$ cat src/verilog/bram_consts.svh
// depth and width macros for the block RAM, the request queue and the narrow bus
`ifndef BRAM_CONSTS_SVH
`define BRAM_CONSTS_SVH

// number of 64-bit words held by the RAM
`define BRAM_DEPTH_WORDS 256

// entries in the request queue between the wishbone slave and the sequencer
`define REQ_FIFO_DEPTH 4

// width of the multiplexed address/data path into the RAM
`define MBUS_WIDTH 32

// a memory word is two bus beats, low half first

`endif

$ cat src/verilog/bram_pkg.sv
// width typedefs, request and bus structs, and state enums of the memory subsystem
`include "bram_consts.svh"

package bram_pkg;

    typedef logic [31:0]                byte_addr_t;
    typedef logic [2*`MBUS_WIDTH-1:0]   mem_word_t;
    typedef logic [`MBUS_WIDTH-1:0]     bus_word_t;

    typedef struct packed {
        logic       write;
        byte_addr_t addr;
        mem_word_t  data;   // don't care for reads
    } mem_req_t;

    typedef struct packed {
        logic       valid;
        mem_word_t  data;
    } rd_rsp_t;

    typedef struct packed {
        logic       read_en;
        logic       write_en;
        logic       address_on;
        logic       data_on;
        bus_word_t  addr_data;
    } mbus_req_t;

    typedef struct packed {
        logic       resp;
        bus_word_t  rdata;
        logic       error;
    } mbus_rsp_t;

    typedef enum logic {wb_idle, wb_read_wait} wb_state_t;

    typedef enum logic [2:0] {mb_idle, mb_addr, mb_wr_lo, mb_wr_hi, mb_commit, mb_rd_lo,
        mb_rd_hi} mbus_state_t;

    typedef enum logic [2:0] {br_idle, br_address, br_data_lo, br_data_hi, br_fetch,
        br_read_hi, br_respond} bram_state_t;

endpackage

$ cat src/verilog/wb_req_capture.sv
// wishbone classic slave that posts writes into the request queue and returns read data
`timescale 1ns/100ps

module wb_req_capture import bram_pkg::*; (
    input  logic        itf,
    input  logic        reset,

    input  logic        cyc,
    input  logic        stb,
    input  logic        we,
    input  byte_addr_t  adr,
    input  mem_word_t   dat_w,
    output logic        ack,
    output mem_word_t   dat_r,

    input  logic        full,
    output logic        push,
    output mem_req_t    push_req,

    input  rd_rsp_t     rd_rsp
);

    wb_state_t state;
    logic      accept;

    // a cycle is taken only once, and only when the queue can hold it
    assign accept = cyc && stb && !ack && !full && (state == wb_idle);

    assign push = accept;

    always_comb begin
        push_req.write = we;
        push_req.addr  = adr;
        push_req.data  = dat_w;
    end

    always_ff @(posedge itf) begin
        if (reset) begin
            state <= wb_idle;
            ack   <= 1'b0;
        end else begin
            ack <= 1'b0;   // ack is only ever a single-cycle pulse
            case (state)
                wb_idle: begin
                    if (accept) begin
                        if (we) begin
                            ack <= 1'b1;   // posted write, done as soon as it is queued
                        end else begin
                            state <= wb_read_wait;
                        end
                    end
                end
                wb_read_wait: begin
                    if (rd_rsp.valid) begin
                        ack   <= 1'b1;
                        state <= wb_idle;
                    end
                end
                default: begin
                    state <= wb_idle;
                end
            endcase
        end
    end

    // the read word is held until the master samples it with ack
    always_ff @(posedge itf) begin
        if ((state == wb_read_wait) && rd_rsp.valid) begin
            dat_r <= rd_rsp.data;
        end
    end

    // Note that the master keeps cyc and stb high while a read is outstanding,
    // so no second request can slip in before the read data returns.

endmodule

$ cat config.mk
export PLATFORM = sky130hd
export DESIGN_NAME = wb_req_capture
export DESIGN_NICKNAME = d
export VERILOG_FILES = /design/src/verilog/bram_pkg.sv /design/src/verilog/wb_req_capture.sv
export VERILOG_INCLUDE_DIRS = /design/src /design/src/verilog
export SDC_FILE = /design/constraint.sdc
export NUM_CORES = 1
export LEC_CHECK = 0
export BUFFER_PORTS_ARGS = -buffer_cell sky130_fd_sc_hd__buf_4
export CORE_AREA = 2 2 129 131
export CTS_BUF_LIST = sky130_fd_sc_hd__clkbuf_2 sky130_fd_sc_hd__clkbuf_4 sky130_fd_sc_hd__clkbuf_8
export DETAILED_ROUTE_END_ITERATION = 16
export DIE_AREA = 0 0 131 133
export HOLD_SLACK_MARGIN = 0.06
export PLACE_DENSITY = 0.53
export RECOVER_POWER = 100
export SLEW_MARGIN = 20
export SYNTH_ARGS = -nofsm -noshare
export SYNTH_HDL_FRONTEND = slang
export SYNTH_SLANG_ARGS = --single-unit
$ cat constraint.sdc
create_clock -name itf -period 3 [get_ports itf]
set_clock_uncertainty 0.2 [all_clocks]
set_input_delay 0.15 -clock itf [delete_from_list [all_inputs] [get_ports itf]]
set_output_delay 0.15 -clock itf [all_outputs]
set_load 0.02 [all_outputs]
==> impl_metrics.py <==
metrics = {
    "outcome": {
        "status": "finished with violations",
        "violations": "max-capacitance violations, max-slew violations",
    },
    "cells_and_area": {
        "n_antenna_cell": 0,
        "nets": 459,
        "multi_input_area_um2": 57.6,
        "fillers": 1716,
        "final-seq-area_um2": 1960,
        "drive_gt1_share_pct": 27.3,
        "area_growth_pct": 42.5,
        "final_util_pct": 24.3,
    },
    "drt": {
        "vias_per_cell": 3.37,
        "drt_iter0_markers": 99,
        "via_count": 1743,
        "drt_first_pass_iters": 4,
        "wl_um": 7880,
        "met3WireLength_um": 1070,
        "antenna_left": 0,
        "wire_per_inst_um": 15.2,
        "drcViolationCount": 0,
        "top_layer_used": "met4",
        "wirelength_met1_um": 2410,
        "route.met2.wl_um": 3970,
    },
    "die": {
        "die_w_um": 131,
        "start_util_pct": 17.0,
        "coreArea_um2": 16200,
        "io_pins": 330,
        "placementRows": 47,
        "die_h_um": 133,
        "die_area_um2": 17400,
    },
    "yosys": {
        "synthCells": 172,
        "ys_ff_latch": 66,
        "avgSynthCellArea_um2": 16.0,
        "synth_warnings": 0,
        "ys_seq_area_share_pct": 71.2,
        "synthesis.nets": 339,
        "synth_area_um2": 2760,
        "yosysUniqueCellTypes": 11,
    },
    "sta": {
        "fmax_ghz": 0.447,
        "post-route-period-util_pct": 74.5,
        "fin_setup_tns_ns": 0,
        "setup-violations-final": 0,
        "rsz0062_at_grt": "no",
        "slew_violations": 65,
        "period_minus_slack_ns": 2.24,
        "slew_headroom_pct": -4.36,
        "worstMarginPinSlew_ns": 1.57,
        "hold_violations": 0,
    },
    "critical_path": {
        "start_kind": "register",
        "cp.arrival_ns": 1.97,
        "critical_path.endpoint": "dat_r[2]",
        "crit_type": "reg2reg",
        "r2r-end": "dat_r[2]",
        "crit_path_end_kind": "register",
        "crit_start": "state",
        "rr_worst_depth": 3,
        "critical_path_required_ns": 2.73,
        "crit_fanout": 64,
        "ff2ff_setup_slack_ns": 0.76,
        "r2r_start": "state",
    },
    "global_route": {
        "grt_antenna_before_repair": 0,
        "grt_overflow": 0,
        "grt_pass1_vias": 1801,
        "grt_first_pass_wirelength_um": 10300,
        "grt_max_degree": 65,
        "track_usage_pct": 8.29,
    },
    "placement": {
        "port-buffer-count": 137,
        "place_congestion": 0.735,
        "dp_hpwl_um": 5540,
    },
    "pwr": {
        "leakage_nw": 1.38,
        "ir_drop_v": 0.000242,
        "p_total_mw": 1.91,
        "power_density_nw_per_um2": 487,
    },
    "clocking": {
        "ctsLongestPathBuffers": 2,
        "cts_made_buffers": 9,
        "cts_tree": "yes",
        "ctsRootBufferMaster": "clkbuf_8",
        "cts.sinks": 66,
        "insertion_delay_ns": 0.33,
        "cts_max_level": 3,
        "clkTransAtPathRegs_ns": 0.07,
        "cts_setup_buffers": 0,
    },
    "job": {
        "maxCapViolCount": 1,
    },
    "min_path": {
        "hold_path.class": "in2out",
    },
}
==> flip-flops by register name, summed over array words and instances (netlist names) <==
register,flops
dat_r,64
state,1
ack,1
==> worst min path at each step <==
stage / cells past startpoint / slack [ns] / startpoint / endpoint
3_3_place_gp: 0 / 0.10 / dat_w[27] / push_req[27]
6_report: 0 / 0.10 / adr[21] / push_req[85]
2_1_floorplan: 1 / 0.05 / we / state
3_5_place_dp: 0 / 0.10 / dat_w[27] / push_req[27]
5_1_grt: 0 / 0.10 / dat_w[15] / push_req[15]
4_1_cts: 0 / 0.10 / dat_w[27] / push_req[27]
==> synthesized netlist by cell type <==
library cell  instances  area, um2
nand2_1               2       7.51
buf_4                97        728
nand4b_1              1       8.76
or3_4                 1       11.3
o41ai_2               1       16.3
inv_1                 1       3.75
edfxtp_1             64       1920
o22ai_1               1       6.26
dfxtp_1               2       40.0
or3b_2                1       8.76
nor2_1                1       3.75
==> metal layers <==
metal	GRT usage (%)	vias to the layer above
li1	-	737
met1	6.21	785
met2	14.5	165
met3	4.77	56
met4	7.21	0
met5	0	-
==> area by class of cell <==
type	count	area share, %
tap	220	7.01
inverter	1	0.0956
sequential	66	50.0
multi-input combinational	8	1.47
timing repair buffer	206	36.6
clock buffer	9	3.15
clock inverter	7	1.75
==> worst max-delay path, cell delays in order, from the launching register on <==
cell and delay (ns):
dfxtp_1 0.35, nand2_1 0.08, clkinv_1 0.04, clkbuf_2 1.12
==> cells in the final DEF, fill, tap and decap left out, types with 2 or more instances in the layout <==
cell type / n
buf_4: 5
clkbuf_1: 74
clkbuf_4: 58
clkbuf_8: 9
clkinv_1: 2
clkinv_2: 2
dfxtp_1: 2
dlygate4sd3_1: 68
edfxtp_1: 64
nand2_1: 2
==> power by group <==
group,total [mW],internal [mW],switching [mW]
sequential,1.02,1.02,0.00227
combinational,0.165,0.111,0.0537
clock,0.726,0.382,0.344
==> metrics by stage <==
| step | hold slack, ns | std cells | setup slack [ns] | cell area, um2 |
|---|---|---|---|---|
| final | 0.100 | 517 | 0.764 | 3930 |
| after global routing | 0.100 | 517 | 0.597 | 3930 |
| after CTS | 0.100 | 517 | 1.18 | 4210 |
| after detailed placement | 0.100 | 433 | 1.30 | 3340 |
| after global placement | 0.100 | 433 | 1.33 | 3340 |
| after floorplan | 0.0483 | 172 | 0.747 | 2760 |
==> kinds of logic (layout without fill, tap and decap cells) <==
family          after synthesis  after routing  share of synthesized area [%]
buf+inv                      98            223                           26.6
simple gates                  6              6                           1.45
flops                        66             66                           71.2
compound gates                2              2                          0.817
==> what timing repair did <==
action                    4_1_cts  5_1_grt
hold endpoints to repair       66        0
resized for setup               0        0
hold buffers                   68        0
No activity file was read; power rests on OpenSTA's default activity.
