==> config.mk <==
export PLATFORM = sky130hd
export DESIGN_NAME = mbus_master
export DESIGN_NICKNAME = d
export VERILOG_FILES = /design/src/verilog/bram_pkg.sv /design/src/verilog/mbus_master.sv
export VERILOG_INCLUDE_DIRS = /design/src /design/src/verilog
export SDC_FILE = /design/constraint.sdc
export NUM_CORES = 1
export LEC_CHECK = 0
export BUFFER_PORTS_ARGS = -buffer_cell sky130_fd_sc_hd__buf_4
export CORE_AREA = 2 2 158 122
export CTS_CLUSTER_DIAMETER = 80
export DETAILED_ROUTE_END_ITERATION = 10
export DIE_AREA = 0 0 160 124
export PLACE_DENSITY = 0.7
export SYNTH_ARGS = -nofsm -noshare
export SYNTH_HDL_FRONTEND = slang
export SYNTH_SLANG_ARGS = --single-unit
==> constraint.sdc <==
create_clock -name itf -period 12.98 [get_ports itf]
set_input_delay 1.947 -clock itf [delete_from_list [all_inputs] [get_ports itf]]
set_output_delay 1.947 -clock itf [all_outputs]
set_load 0.01 [all_outputs]
==> src/verilog/bram_consts.svh <==
// depth and width macros for the block RAM, the request queue and the narrow bus
`ifndef BRAM_CONSTS_SVH
`define BRAM_CONSTS_SVH

// number of 64-bit words held by the RAM
`define BRAM_DEPTH_WORDS 256

// entries in the request queue between the wishbone slave and the sequencer
`define REQ_FIFO_DEPTH 4

// width of the multiplexed address/data path into the RAM
`define MBUS_WIDTH 32

// a memory word is two bus beats, low half first

`endif

==> src/verilog/bram_pkg.sv <==
// width typedefs, request and bus structs, and state enums of the memory subsystem
`include "bram_consts.svh"

package bram_pkg;

    typedef logic [31:0]                byte_addr_t;
    typedef logic [2*`MBUS_WIDTH-1:0]   mem_word_t;
    typedef logic [`MBUS_WIDTH-1:0]     bus_word_t;

    typedef struct packed {
        logic       write;
        byte_addr_t addr;
        mem_word_t  data;   // don't care for reads
    } mem_req_t;

    typedef struct packed {
        logic       valid;
        mem_word_t  data;
    } rd_rsp_t;

    typedef struct packed {
        logic       read_en;
        logic       write_en;
        logic       address_on;
        logic       data_on;
        bus_word_t  addr_data;
    } mbus_req_t;

    typedef struct packed {
        logic       resp;
        bus_word_t  rdata;
        logic       error;
    } mbus_rsp_t;

    typedef enum logic {wb_idle, wb_read_wait} wb_state_t;

    typedef enum logic [2:0] {mb_idle, mb_addr, mb_wr_lo, mb_wr_hi, mb_commit, mb_rd_lo,
        mb_rd_hi} mbus_state_t;

    typedef enum logic [2:0] {br_idle, br_address, br_data_lo, br_data_hi, br_fetch,
        br_read_hi, br_respond} bram_state_t;

endpackage

==> src/verilog/mbus_master.sv <==
// sequencer that drains the request queue and runs the two-beat multiplexed RAM bus
`timescale 1ns/100ps

module mbus_master import bram_pkg::*; (
    input  logic        itf,
    input  logic        reset,

    input  logic        not_empty,
    input  mem_req_t    head,
    output logic        pop,

    output mbus_req_t   bus_req,
    input  mbus_rsp_t   bus_rsp,

    output rd_rsp_t     rd_rsp
);

    mbus_state_t state;
    mem_req_t    req;      // request being worked on
    bus_word_t   rd_lo;    // low beat of a read, held until the high beat comes

    assign pop = (state == mb_idle) && not_empty;

    always_comb begin
        bus_req.read_en    = (state != mb_idle) && !req.write;
        bus_req.write_en   = (state != mb_idle) && req.write;
        bus_req.address_on = (state == mb_addr);
        bus_req.data_on    = (state == mb_wr_lo) || (state == mb_wr_hi);
        case (state)
            mb_addr:  bus_req.addr_data = req.addr;
            mb_wr_lo: bus_req.addr_data = req.data[`MBUS_WIDTH-1:0];
            mb_wr_hi: bus_req.addr_data = req.data[2*`MBUS_WIDTH-1:`MBUS_WIDTH];
            default:  bus_req.addr_data = '0;
        endcase
    end

    always_ff @(posedge itf) begin
        if (reset) begin
            state        <= mb_idle;
            rd_rsp.valid <= 1'b0;
        end else begin
            rd_rsp.valid <= 1'b0;
            case (state)
                mb_idle: begin
                    if (not_empty) begin
                        state <= mb_addr;   // enable rises next cycle
                    end
                end
                mb_addr: begin
                    if (bus_rsp.resp) begin
                        state <= req.write ? mb_wr_lo : mb_rd_lo;
                    end
                end
                mb_wr_lo: begin
                    if (bus_rsp.resp) begin
                        state <= mb_wr_hi;
                    end
                end
                mb_wr_hi: begin
                    if (bus_rsp.resp) begin
                        state <= mb_commit;
                    end
                end
                mb_commit: begin
                    if (bus_rsp.resp) begin
                        state <= mb_idle;   // RAM has stored the word
                    end
                end
                mb_rd_lo: begin
                    if (bus_rsp.resp) begin
                        state <= mb_rd_hi;
                    end
                end
                mb_rd_hi: begin
                    if (bus_rsp.resp) begin
                        state        <= mb_idle;
                        rd_rsp.valid <= 1'b1;
                    end
                end
                default: begin
                    state <= mb_idle;
                end
            endcase
        end
    end

    always_ff @(posedge itf) begin
        if (pop) begin
            req <= head;
        end
        if ((state == mb_rd_lo) && bus_rsp.resp) begin
            rd_lo <= bus_rsp.rdata;
        end
        if ((state == mb_rd_hi) && bus_rsp.resp) begin
            rd_rsp.data <= {bus_rsp.rdata, rd_lo};
        end
    end

endmodule

==> results.py <==
metrics = {
    "final_layout": {
        "layout_common_cells": "buf_4, edfxtp_1, nor2_1",
        "fill_cells": 1482,
        "fin_util_pct": 53.68,
        "final_nets": 715,
        "drive_gt1_share_pct": 57.24,
        "final_common_cell": "buf_4",
        "syn_to_final_growth_pct": 35.59,
        "diodes": 0,
        "instances_no_fill": 841,
    },
    "placed_design": {
        "dp.cells": 809,
        "dp_hpwl_mm": 9.926,
        "portBuffers": 234,
        "gp_congestion": 0.7591,
    },
    "detailed_routing": {
        "via_per_inst": 4.639,
        "vias": 3901,
        "wl_per_cell_microns": 17.43,
        "wl_mm": 14.66,
        "first_pass_iters": 6,
        "route.detailed.drc": 0,
        "drt_iter0_drc": 323,
        "ant_nets": 0,
    },
    "global_routing": {
        "grt_pass1_wl_mm": 21.72,
        "grt_pass1_vias": 3986,
        "grt_max_degree": 74,
        "antenna_found_initial": 0,
        "overflow": 0,
        "grt_use_total_pct": 14.58,
    },
    "setup_path": {
        "crit_buf_inv": 3,
        "worstSetupStartpoint": "not_empty",
        "crit_arrival_ns": 3.18,
        "critPathMaxFanout": 17,
        "endpoint_kind": "output port",
        "worst_ep_required_time_ns": 11.03,
        "reg2regPathDepth": 3,
        "critical-path-top-delay-family": "buffers and inverters",
        "r2r-start": "state[2]",
        "rrSetupSlack_ns": 9.98,
        "crit_slowest_cell": "nor4b_4",
        "crit_chain": "buf_4 > nor4b_4 > buf_4 > buf_4",
        "r2r_end": "req[56]",
        "slowest_delay_ns": 0.57,
        "setup.worst_path.class": "primary input to output port",
        "path_common_cell": "buf_4",
        "setup.worst_path.start_class": "primary input",
    },
    "power_and_ir_drop": {
        "p_int_mw": 1.107,
        "ir_drop_uv": 75.26,
        "pwr-share-seq_pct": 52.2,
        "pwr-share-clk_pct": 35.6,
        "p_comb_share_pct": 12.2,
        "power.leakage_nw": 3.721,
        "switching_share_pct": 23.69,
        "switchingPower_uw": 343.6,
        "pwr_density_cell_nw_per_um2": 148.6,
    },
    "clock_tree": {
        "cts.sinks": 197,
        "clock_path_buffers": 2,
        "cts_tree": "yes",
        "path_clk_slew_ns": 0.07,
        "cts_root_buffer": "clkbuf_16",
        "cts_setup_buffers": 0,
        "h-tree-depth": 4,
        "numCtsBuffers": 17,
        "cts_hold_buf": 0,
        "cts_resized": 0,
        "clkLatencyLatePin_ns": 0.43,
    },
    "synthesis": {
        "syn_inst": 339,
        "synth.avg_cell_area_sq_um": 21.24,
        "syn_area_sq_um": 7199,
        "synth_area_leader_cell": "edfxtp_1",
        "synth.top_cell.area_share_pct": 80.50,
        "synthTopCellsByArea": "edfxtp_1, mux2_4, a22oi_2, nor2_1, dfxtp_1",
        "ys_seq_elements": 197,
        "ys_types": 28,
        "synth_seq_area_share_pct": 81.61,
        "syn_nets": 473,
        "yosys_warnings": 0,
    },
    "timing": {
        "finalCriticalPeriod_ns": 5.124,
        "relSlewSlack_pct": 35.26,
        "final.setup.tns_ns": 0,
        "hold_viol_final": 0,
        "max_freq_mhz": 195.2,
        "slew_viol_final": 0,
        "rsz0062_at_grt": "false",
        "skew_ns": 0.01419,
        "worst_slew_pin_slew_ns": 0.9711,
        "finalCritPeriodShare_pct": 39.48,
        "finalSetupViolCount": 0,
    },
    "die": {
        "initial_core_util_pct": 39.59,
        "core.rowCount": 43,
        "top_level_ports": 236,
        "die_x_microns": 160,
        "design.core.area_sq_um": 18180,
        "die_y_microns": 124,
        "dieArea_sq_um": 19840,
    },
    "min_path": {
        "hp-start": "rd_lo[25]",
        "hold_depth": 0,
        "holdPathEnd": "rd_rsp[25]",
        "min_path_type": "flip-flop to flip-flop",
    },
    "run_status": {
        "status": "finished clean",
    },
    "flow_run": {
        "cap_violations": 0,
    },
}
## cell usage after synthesis (all sizes together)
cell and count:
dfxtp 4, and4 2, mux2i 1, inv 2, o21ai 1, nand2b 1, o211ai 1, mux2 32
nand2 1, o22ai 1, nor2b 3, a21oi 4, clkbuf 3, and3 1, nor4b 1, a2111oi 1
a22oi 32, nor3 3, o2111ai 1, buf 15, edfxtp 193, nor2 36
## cells by family (layout without fill, tap and decap cells)
family	count (synthesis)	in the layout	synth area share, %
flip-flops	197	197	81.61
multiplexers	33	33	6.708
buffers and inverters	20	275	2.346
AO/OA/AOI/OAI	41	41	6.291
AND/OR/NAND/NOR	48	48	3.041
## power groups by stage
| stage | clock, mW | sequential (mW) | combinational [mW] |
|---|---|---|---|
| 3_3_place_gp | 0 | 0.769 | 0.176 |
| 2_1_floorplan | 0 | 0.771 | 0.103 |
| 5_1_grt | 0.554 | 0.760 | 0.190 |
| 6_report | 0.517 | 0.757 | 0.176 |
| 3_5_place_dp | 0 | 0.772 | 0.180 |
| 4_1_cts | 0.531 | 0.758 | 0.180 |
## state kept, by name, summed over array words and instances (netlist names)
signal  count
req        97
rd_rsp     65
rd_lo      32
state       3
## worst max path at each step
| stage | slack, ns | to | cells past startpoint |
|---|---|---|---|
| global placement | 7.83 | pop | 4 |
| global route | 7.72 | pop | 4 |
| finish | 7.86 | pop | 4 |
| detailed placement | 7.78 | pop | 4 |
| CTS | 7.78 | pop | 4 |
| floorplan | 3.63 | pop | 1 |
## final cells by class
class | instances | area (sq um) | share of cell area, %
tap | 247 | 309.0 | 3.166
inverter | 2 | 7.507 | 0.07690
multi-input combinational | 122 | 1171 | 12.00
clock inverter | 13 | 152.6 | 1.564
clock buffer | 19 | 432.9 | 4.435
sequential | 197 | 5879 | 60.23
timing repair buffer | 241 | 1809 | 18.53
## layer usage
metal	share of wire, %	GRT usage [%]
met5	0	0
met4	2.3	6.137
met3	5.8	4.296
met2	50	24.13
met1	42	18.17
## through the flow
step           total power, mW  setup slack, ns  cell area, sq um  hold WS [ns]
6_report                 1.450            7.856              9762        0.4167
3_5_place_dp            0.9517            7.778              9176        0.4045
4_1_cts                  1.469            7.780              9762        0.4139
5_1_grt                  1.504            7.723              9762        0.4176
3_3_place_gp            0.9453            7.827              9176        0.4008
2_1_floorplan           0.8735            3.632              7206        0.4003
## worst register-to-register path: cells and delay by family (launching register included)
family        cells  cell delay [ns]
simple gates      1             0.78
flops             1             0.62
buf+inv           2             1.16
(Power assumes the default switching activity.)
