File: src/verilog/bram_consts.svh
// depth and width macros for the block RAM, the request queue and the narrow bus
`ifndef BRAM_CONSTS_SVH
`define BRAM_CONSTS_SVH

// number of 64-bit words held by the RAM
`define BRAM_DEPTH_WORDS 256

// entries in the request queue between the wishbone slave and the sequencer
`define REQ_FIFO_DEPTH 4

// width of the multiplexed address/data path into the RAM
`define MBUS_WIDTH 32

// a memory word is two bus beats, low half first

`endif

File: src/verilog/bram_pkg.sv
// width typedefs, request and bus structs, and state enums of the memory subsystem
`include "bram_consts.svh"

package bram_pkg;

    typedef logic [31:0]                byte_addr_t;
    typedef logic [2*`MBUS_WIDTH-1:0]   mem_word_t;
    typedef logic [`MBUS_WIDTH-1:0]     bus_word_t;

    typedef struct packed {
        logic       write;
        byte_addr_t addr;
        mem_word_t  data;   // don't care for reads
    } mem_req_t;

    typedef struct packed {
        logic       valid;
        mem_word_t  data;
    } rd_rsp_t;

    typedef struct packed {
        logic       read_en;
        logic       write_en;
        logic       address_on;
        logic       data_on;
        bus_word_t  addr_data;
    } mbus_req_t;

    typedef struct packed {
        logic       resp;
        bus_word_t  rdata;
        logic       error;
    } mbus_rsp_t;

    typedef enum logic {wb_idle, wb_read_wait} wb_state_t;

    typedef enum logic [2:0] {mb_idle, mb_addr, mb_wr_lo, mb_wr_hi, mb_commit, mb_rd_lo,
        mb_rd_hi} mbus_state_t;

    typedef enum logic [2:0] {br_idle, br_address, br_data_lo, br_data_hi, br_fetch,
        br_read_hi, br_respond} bram_state_t;

endpackage

File: src/verilog/req_fifo.sv
// circular request queue with occupancy count, full and non-empty status
`timescale 1ns/100ps
`include "bram_consts.svh"

module req_fifo import bram_pkg::*; #(
    parameter int DEPTH = `REQ_FIFO_DEPTH
) (
    input  logic     itf,
    input  logic     reset,

    input  logic     push,
    input  mem_req_t push_req,
    output logic     full,

    input  logic     pop,
    output logic     not_empty,
    output mem_req_t head
);

    localparam int PTR_W = (DEPTH > 1) ? $clog2(DEPTH) : 1;
    localparam int CNT_W = $clog2(DEPTH + 1);

    mem_req_t         entries [DEPTH];
    logic [PTR_W-1:0] wr_ptr;
    logic [PTR_W-1:0] rd_ptr;
    logic [CNT_W-1:0] count;

    assign full      = (count == CNT_W'(DEPTH));
    assign not_empty = (count != '0);
    assign head      = entries[rd_ptr];

    always_ff @(posedge itf) begin
        if (reset) begin
            wr_ptr <= '0;
            rd_ptr <= '0;
            count  <= '0;
        end else begin
            if (push) begin
                wr_ptr <= (wr_ptr == PTR_W'(DEPTH - 1)) ? '0 : wr_ptr + 1'b1;
            end
            if (pop) begin
                rd_ptr <= (rd_ptr == PTR_W'(DEPTH - 1)) ? '0 : rd_ptr + 1'b1;
            end
            // push and pop together leave the count alone
            if (push && !pop) begin
                count <= count + 1'b1;
            end else if (pop && !push) begin
                count <= count - 1'b1;
            end
        end
    end

    always_ff @(posedge itf) begin
        if (push) begin
            entries[wr_ptr] <= push_req;
        end
    end

endmodule

File: config.mk
export PLATFORM = sky130hd
export DESIGN_NAME = req_fifo
export DESIGN_NICKNAME = d
export VERILOG_FILES = /design/src/verilog/bram_pkg.sv /design/src/verilog/req_fifo.sv
export VERILOG_INCLUDE_DIRS = /design/src /design/src/verilog
export SDC_FILE = /design/constraint.sdc
export NUM_CORES = 1
export LEC_CHECK = 0
export BUFFER_PORTS_ARGS = -buffer_cell sky130_fd_sc_hd__buf_2
export CORE_ASPECT_RATIO = 1.75
export CORE_MARGIN = 4
export CORE_UTILIZATION = 61
export DETAILED_ROUTE_END_ITERATION = 16
export MAX_ROUTING_LAYER = met4
export PLACE_DENSITY = 0.88
export SYNTH_ARGS = -nofsm -noshare
export SYNTH_HDL_FRONTEND = slang
export SYNTH_SLANG_ARGS = --single-unit
File: constraint.sdc
create_clock -name itf -period 7.6 [get_ports itf]
set_input_delay 1.14 -clock itf [delete_from_list [all_inputs] [get_ports itf]]
set_output_delay 1.14 -clock itf [all_outputs]
set_load 0.01 [all_outputs]
==> run_results.csv, run 1 <==
group,metric,value,unit
status,status,"finished clean",
setup_path,crit_fanout,54,
cts,post_cts_buffers,0,
final_layout,fin_nets,878,
die,initial_core_util,61.8,%
synth,syn-mean-instance-area,26.2,um^2
power_and_ir_drop,switching_share,20.9,%
routing,firstDrtPassIters,5,
global_route,grtUsageTotal,22.9,%
sta,slew_headroom,29.3,%
cts,cts_buffers,34,
setup_path,rrSetupSlack,5.19,ns
sta,hold_viol_final,0,
power_and_ir_drop,switching_power,0.000977,W
synth,synth_edf_count,388,
cts,cts_buffer_depth,3,
power_and_ir_drop,seq_power_share,54.6,%
synth,synthesis.nets,659,
hold_path,hold_path.class,"reg -> reg",
cts,ctsHoldBuffers,0,
place,pre_cts_slack,3.61,ns
routing,routedWlPerCell,26.0,um
sta,worst_pin_slew,1.06,ns
place,dpl_cell_area,15700,um^2
die,rows,74,
global_route,grt_max_degree,59,
cts,clk_pin_slew,0.07,ns
routing,wl,28.7,mm
synth,synth_top_flop_cell,"edfxtp_1",
cts,cts-root-buf,"clkbuf_16",
die,dieHeight,211,um
power_and_ir_drop,ir_drop,0.383,mV
synth,async_flop_share,0,%
sta,finalSetupViolations,0,
power_and_ir_drop,power.internal,0.00370,W
power_and_ir_drop,clockPowerShare,37.2,%
place,gp_congestion,0.734,
routing,dr.first_iter.drc_count,535,
sta,rsz0062_at_grt,"false",
setup_path,critPathLaunchType,"flip-flop",
sta,min_period_over_period,58.3,%
die,die_x,124,um
global_route,grt_pass1_vias,7082,
routing,ant_nets,0,
synth,synth.area.top_cells,"edfxtp_1, mux4_2, dfxtp_1",
die,die-area,26300,um^2
synth,yosysSeqAreaShare,82.0,%
synth,synth_area,14400,um^2
sta,period_minus_slack,4.43,ns
cts,cts-resized-gates,0,
cts,cts.htree.levels,2,
final_layout,final_util,72.3,%
synth,synth_most_common_cell,"edfxtp_1",
sta,worst_slack,3.17,ns
sta,max_freq,226,MHz
setup_path,worst_setup_path_end_kind,"primary output",
final_layout,stdcell_area,16900,um^2
place,dp_hpwl,17.5,mm
synth,synth.top_cell.area_share,80.8,%
setup_path,criticalPathCategory,"reg -> out",
synth,synth.distinct_cells,18,
synth,synthTopCellsByCount,"edfxtp_1, mux4_2, buf_2, dfxtp_1, nor2_1",
run,drv_cap,0,
synth,yosys_warnings,0,
routing,post-route-drc-count,0,
final_layout,final_layout_size_suffix_gt1_share,45.1,%
synth,synthCells,551,
hold_path,whs_path_depth,2,
synth,synth.ff_latch_count,397,
sta,finClkSkew,0.0103,ns
synth,synth_top_area_cell,"edfxtp_1",
place,port_buffers,199,
power_and_ir_drop,p_per_area,277,nW/um^2
global_route,antenna_found_initial,7,
sta,finalMaxSlewViolations,0,
cts,clock-sinks,397,
global_route,grt_pass1_wl,43.4,mm
power_and_ir_drop,pwr-share-comb,8.2,%
die,coreArea,23300,um^2
power_and_ir_drop,power_leakage,5.69,nW
setup_path,worstRegToRegCells,3,
final_layout,area_delta_synth_final,17.0,%
setup_path,crit_arrival,3.29,ns
cts,cts_tree,"done",
routing,num_vias,6585,
die,pin_count,200,
global_route,grt-ovfl-total,0,
sta,fin_tns_setup,0,ns
routing,vias_per_cell,5.96,
setup_path,cp.required,6.46,ns
cts,clkLatencyLatePin,0.51,ns
==> path summary, 6_finish.rpt <==
| kind | startpoint | endpoint |
|---|---|---|
| max reg2reg | wr_ptr[0]$_SDFFE_PP0P_ | entries[3][39]$_DFFE_PP_ |
| min | count[2]$_SDFFE_PP0P_ | count[2]$_SDFFE_PP0P_ |
| min reg2reg | count[2]$_SDFFE_PP0P_ | count[2]$_SDFFE_PP0P_ |
| max | flip-flop | head[42] |
==> worst max-delay path: stages, from the launching register on <==
cell	delay [ns]
dfxtp_4	0.90
buf_4	0.92
mux4_2	0.66
buf_2	0.17
==> placed cells by master, fill, tap and decap left out <==
| cell type | synthesis | routed |
|---|---|---|
| fa_1 | 1 | 1 |
| xor2_1 | 2 | 2 |
| mux4_2 | 97 | 97 |
| edfxtp_1 | 388 | 388 |
| diode_2 | 0 | 7 |
| ha_1 | 6 | 6 |
| dfxtp_4 | 0 | 2 |
| clkbuf_1 | 6 | 1 |
| and2_4 | 0 | 4 |
| clkinv_1 | 0 | 8 |
| inv_1 | 4 | 4 |
| dfxtp_1 | 9 | 7 |
| nor3b_1 | 2 | 2 |
| bufinv_16 | 0 | 3 |
| clkbuf_16 | 0 | 37 |
| or3_1 | 2 | 2 |
| clkinvlp_4 | 0 | 1 |
| clkinv_2 | 0 | 4 |
| a21oi_1 | 2 | 2 |
| nor2_1 | 7 | 7 |
| clkinv_4 | 0 | 1 |
| buf_2 | 11 | 199 |
| o21ai_0 | 1 | 1 |
| clkbuf_8 | 0 | 4 |
| mux2i_1 | 4 | 4 |
| buf_4 | 0 | 6 |
==> power by group through the flow <==
stage | clock, W | sequential [W] | combinational, W
2_1_floorplan | 0 | 0.00258 | 0.000236
3_3_place_gp | 0 | 0.00259 | 0.000371
3_5_place_dp | 0 | 0.00260 | 0.000387
4_1_cts | 0.00177 | 0.00256 | 0.000393
5_1_grt | 0.00188 | 0.00256 | 0.000412
6_report | 0.00174 | 0.00255 | 0.000384
==> layout make-up <==
class / count / area, um^2
inverter: 4 / 15.0
timing repair buffer: 205 / 1040
multi-input combinational: 128 / 2440
sequential: 397 / 11800
fill: 1329 / 6460
clock inverter: 17 / 156
antenna: 7 / 17.5
clock buffer: 42 / 985
tap: 304 / 380
==> through the flow <==
step / std cells / total power, W / hold WS [ns]
2_1_floorplan: 551 / 0.00281 / 0.455
3_3_place_gp: 1038 / 0.00296 / 0.472
3_5_place_dp: 1038 / 0.00299 / 0.536
4_1_cts: 1097 / 0.00472 / 0.550
5_1_grt: 1104 / 0.00485 / 0.580
6_report: 1104 / 0.00468 / 0.541
==> layer usage <==
layer	vias up	GRT usage (%)	share of wire, %
met1	3457	26.8	35
met5	-	-	0
met4	0	7.68	2.5
met3	48	4.80	5.6
met2	265	39.8	57
li1	2815	-	-
==> state kept, by name, summed over array words and instances (netlist names), named ones only <==
register,count
rd_ptr,2
entries,388
wr_ptr,2
count,3
==> logic make-up after synthesis <==
logic type                 count (synthesis)  share of synthesized area [%]
and+or+nand+nor                           15                          0.546
adders and majority gates                  7                          0.659
buffers and inverters                     26                           1.14
muxes                                    101                           15.4
xor gates and xnor gates                   2                          0.121
DFF                                      397                           82.0
AOI/OAI and AO/OA                          3                          0.104
Power figures use the tool's default switching activity.
==> run 2: changes to the inputs <==
--- a/config.mk
+++ b/config.mk
@@ -9,10 +9,10 @@
 export BUFFER_PORTS_ARGS = -buffer_cell sky130_fd_sc_hd__buf_2
 export CORE_ASPECT_RATIO = 1.75
 export CORE_MARGIN = 4
-export CORE_UTILIZATION = 61
+export CORE_UTILIZATION = 57
 export DETAILED_ROUTE_END_ITERATION = 16
 export MAX_ROUTING_LAYER = met4
-export PLACE_DENSITY = 0.88
+export PLACE_DENSITY = 0.83
 export SYNTH_ARGS = -nofsm -noshare
 export SYNTH_HDL_FRONTEND = slang
 export SYNTH_SLANG_ARGS = --single-unit
==> constraint.sdc (replaced) <==
create_clock -name itf -period 4.6 [get_ports itf]
set_input_delay 0.69 -clock itf [delete_from_list [all_inputs] [get_ports itf]]
set_output_delay 0.69 -clock itf [all_outputs]
set_load 0.01 [all_outputs]
==> run 2 against run 1 <==
  * Sequential share of layout area decreased by 0.39 points
  * Worst hold slack got worse by 0.16 ns
  * Global-route usage decreased by 1.5 points
  * Die area increased by 6.7%
  * Combinational power increased by 63%
  * Largest power group unchanged
  * Register-to-register slack got worse by 2.8 ns
  * Critical endpoint is now head[41]
  * Clock skew increased by 0.0055 ns
  * Core utilization decreased by 4.0 points
  * Via count about the same
  * Clock-buffer cell count unchanged
  * Sequential power increased by 66%
  * First-iteration DRC count decreased by 11%
==> run_results.csv, run 2 (synthesis gave the netlist of run 1 again) <==
group,metric,value,unit
final_layout,layout_common_cells,"edfxtp_1, buf_2, mux4_2",
setup_path,criticalPathCategory,"reg -> out",
power_and_ir_drop,p_per_area,460,nW/um^2
final_layout,final_layout_size_suffix_gt1_share,45.9,%
cts,cts.htree.levels,2,
cts,clock-sinks,397,
place,gp_congestion,0.832,
hold_path,min_from,"push_req[28]",
setup_path,critPathLaunchType,"flip-flop",
setup_path,cp.required,3.91,ns
setup_path,crit-reg2reg-launch,"wr_ptr[0]$_SDFFE_PP0P_",
die,pin_count,200,
sta,max_freq,291,MHz
routing,vias_per_cell,5.89,
cts,ctsHoldBuffers,0,
status,status,"finished clean",
global_route,grt-ovfl-total,0,
power_and_ir_drop,ir_drop,0.357,mV
final_layout,regMostFlops,"entries",
setup_path,slowest_delay,0.96,ns
routing,num_vias,6580,
setup_path,crit_arrival,2.75,ns
cts,clkLatencyLatePin,0.52,ns
setup_path,slowest_stage,"dfxtp_4",
place,port_buffers,199,
power_and_ir_drop,power_leakage,5.72,nW
final_layout,largest_reg_flops,388,
setup_path,worst_setup_path_end_kind,"primary output",
die,rows,76,
final_layout,area_delta_synth_final,17.6,%
sta,fin_tns_setup,0,ns
cts,cts-resized-gates,0,
sta,slew_headroom,24.2,%
routing,wl,28.1,mm
setup_path,crit_chain,"buf_4 > mux4_2 > buf_2",
routing,post-route-drc-count,0,
setup_path,r2r_end,"entries[0][12]$_DFFE_PP_",
die,initial_core_util,58.1,%
final_layout,fin_nets,883,
die,dieHeight,218,um
global_route,grt_pass1_vias,7183,
die,die_x,128,um
place,dp_hpwl,17.7,mm
global_route,grt_max_degree,79,
cts,cts_buffer_depth,3,
sta,rsz0062_at_grt,"false",
power_and_ir_drop,power,0.00780,W
sta,finalMaxSlewViolations,0,
routing,firstDrtPassIters,4,
sta,finClkSkew,0.0158,ns
die,coreArea,24800,um^2
sta,min_period_over_period,74.7,%
final_layout,reg.largest.list,"entries: 388 flops, count: 3 flops",
hold_path,whs_path_depth,1,
global_route,grt_pass1_wl,42.9,mm
cts,cts_tree,"done",
run,drv_cap,0,
cts,cts_buffers,34,
sta,hold_viol_final,0,
routing,routedWlPerCell,25.1,um
cts,cts-root-buf,"clkbuf_16",
setup_path,crit_fanout,45,
sta,finalSetupViolations,0,
cts,clk_pin_slew,0.07,ns
routing,dr.first_iter.drc_count,476,
setup_path,rrSetupSlack,2.38,ns
final_layout,mostFrequentLayoutCell,"edfxtp_1",
cts,post_cts_buffers,0,
routing,ant_nets,0,
global_route,antenna_found_initial,6,
die,die-area,28000,um^2
sta,period_minus_slack,3.44,ns
hold_path,hold_path.class,"in -> reg",
global_route,grtUsageTotal,21.3,%
hold_path,min_to,"entries[0][28]$_DFFE_PP_",
sta,worst_pin_slew,1.14,ns
setup_path,worstRegToRegCells,4,
-- run 2: cell types whose count changed in the layout (fill, tap and decap cells not counted), sizes merged --
cell / delta
clkinvlp: +4
buf: +5
bufinv: +1
clkinv: -4
-- run 2: worst max-delay path: cells and delay by family (launching register included) --
kind                   cells  cell delay (ns)
buffers and inverters      2             0.66
muxes                      1             0.59
DFF                        1             0.96
-- run 2: worst max-delay path by stage --
| stage | start | endpoint | slack (ns) | depth (start not counted) |
|---|---|---|---|---|
| after global placement | flip-flop | head[46] | 1.70 | 3 |
| after global routing | flip-flop | head[7] | 0.90 | 3 |
| after floorplan | push | entries[0][0]$_DFFE_PP_ | 1.20 | 1 |
| after CTS | flip-flop | head[41] | 1.04 | 3 |
| final | flip-flop | head[41] | 1.16 | 3 |
| after detailed placement | flip-flop | head[41] | 1.59 | 3 |
-- run 2: report_power, final --
| part | switching, W | internal, W | total [W] |
|---|---|---|---|
| Clock | 0.00121 | 0.00174 | 0.00295 |
| Sequential | 0.0000825 | 0.00414 | 0.00423 |
| Combinational | 0.000331 | 0.000295 | 0.000627 |
| Total | 0.00162 | 0.00618 | 0.00780 |
-- run 2: per-stage QoR --
| step | setup WS (ns) | utilization, % | instances | hold slack [ns] | area, um^2 |
|---|---|---|---|---|---|
| 6_report | 1.16 | 68.4 | 1118 | 0.385 | 17000 |
| 2_1_floorplan | 1.20 | - | 551 | 0.455 | 14400 |
| 3_5_place_dp | 1.59 | 63.6 | 1051 | 0.506 | 15800 |
| 3_3_place_gp | 1.70 | 63.6 | 1051 | 0.470 | 15800 |
| 5_1_grt | 0.900 | 68.4 | 1117 | 0.367 | 17000 |
| 4_1_cts | 1.04 | 68.3 | 1111 | 0.359 | 17000 |
-- run 2: routing by layer --
layer  routed length (um)  vias up  share of wire [%]  GRT usage, %
li1                     -     2824                  -             -
met1                 9540     3436                 34          24.2
met2                15700      261                 56          36.2
met3                 1660       59                5.9          4.21
met4                 1170        0                4.2          10.1
met5                    0        -                  0             -
-- run 2: layout make-up --
class,count,area (um^2)
well taps,312,390
flip-flops and latches,397,11800
clock buffers,42,976
multi-input cells,128,2440
repair buffers,210,1090
fillers,1478,7850
diodes,7,17.5
clock inverters,18,199
inverters,4,15.0
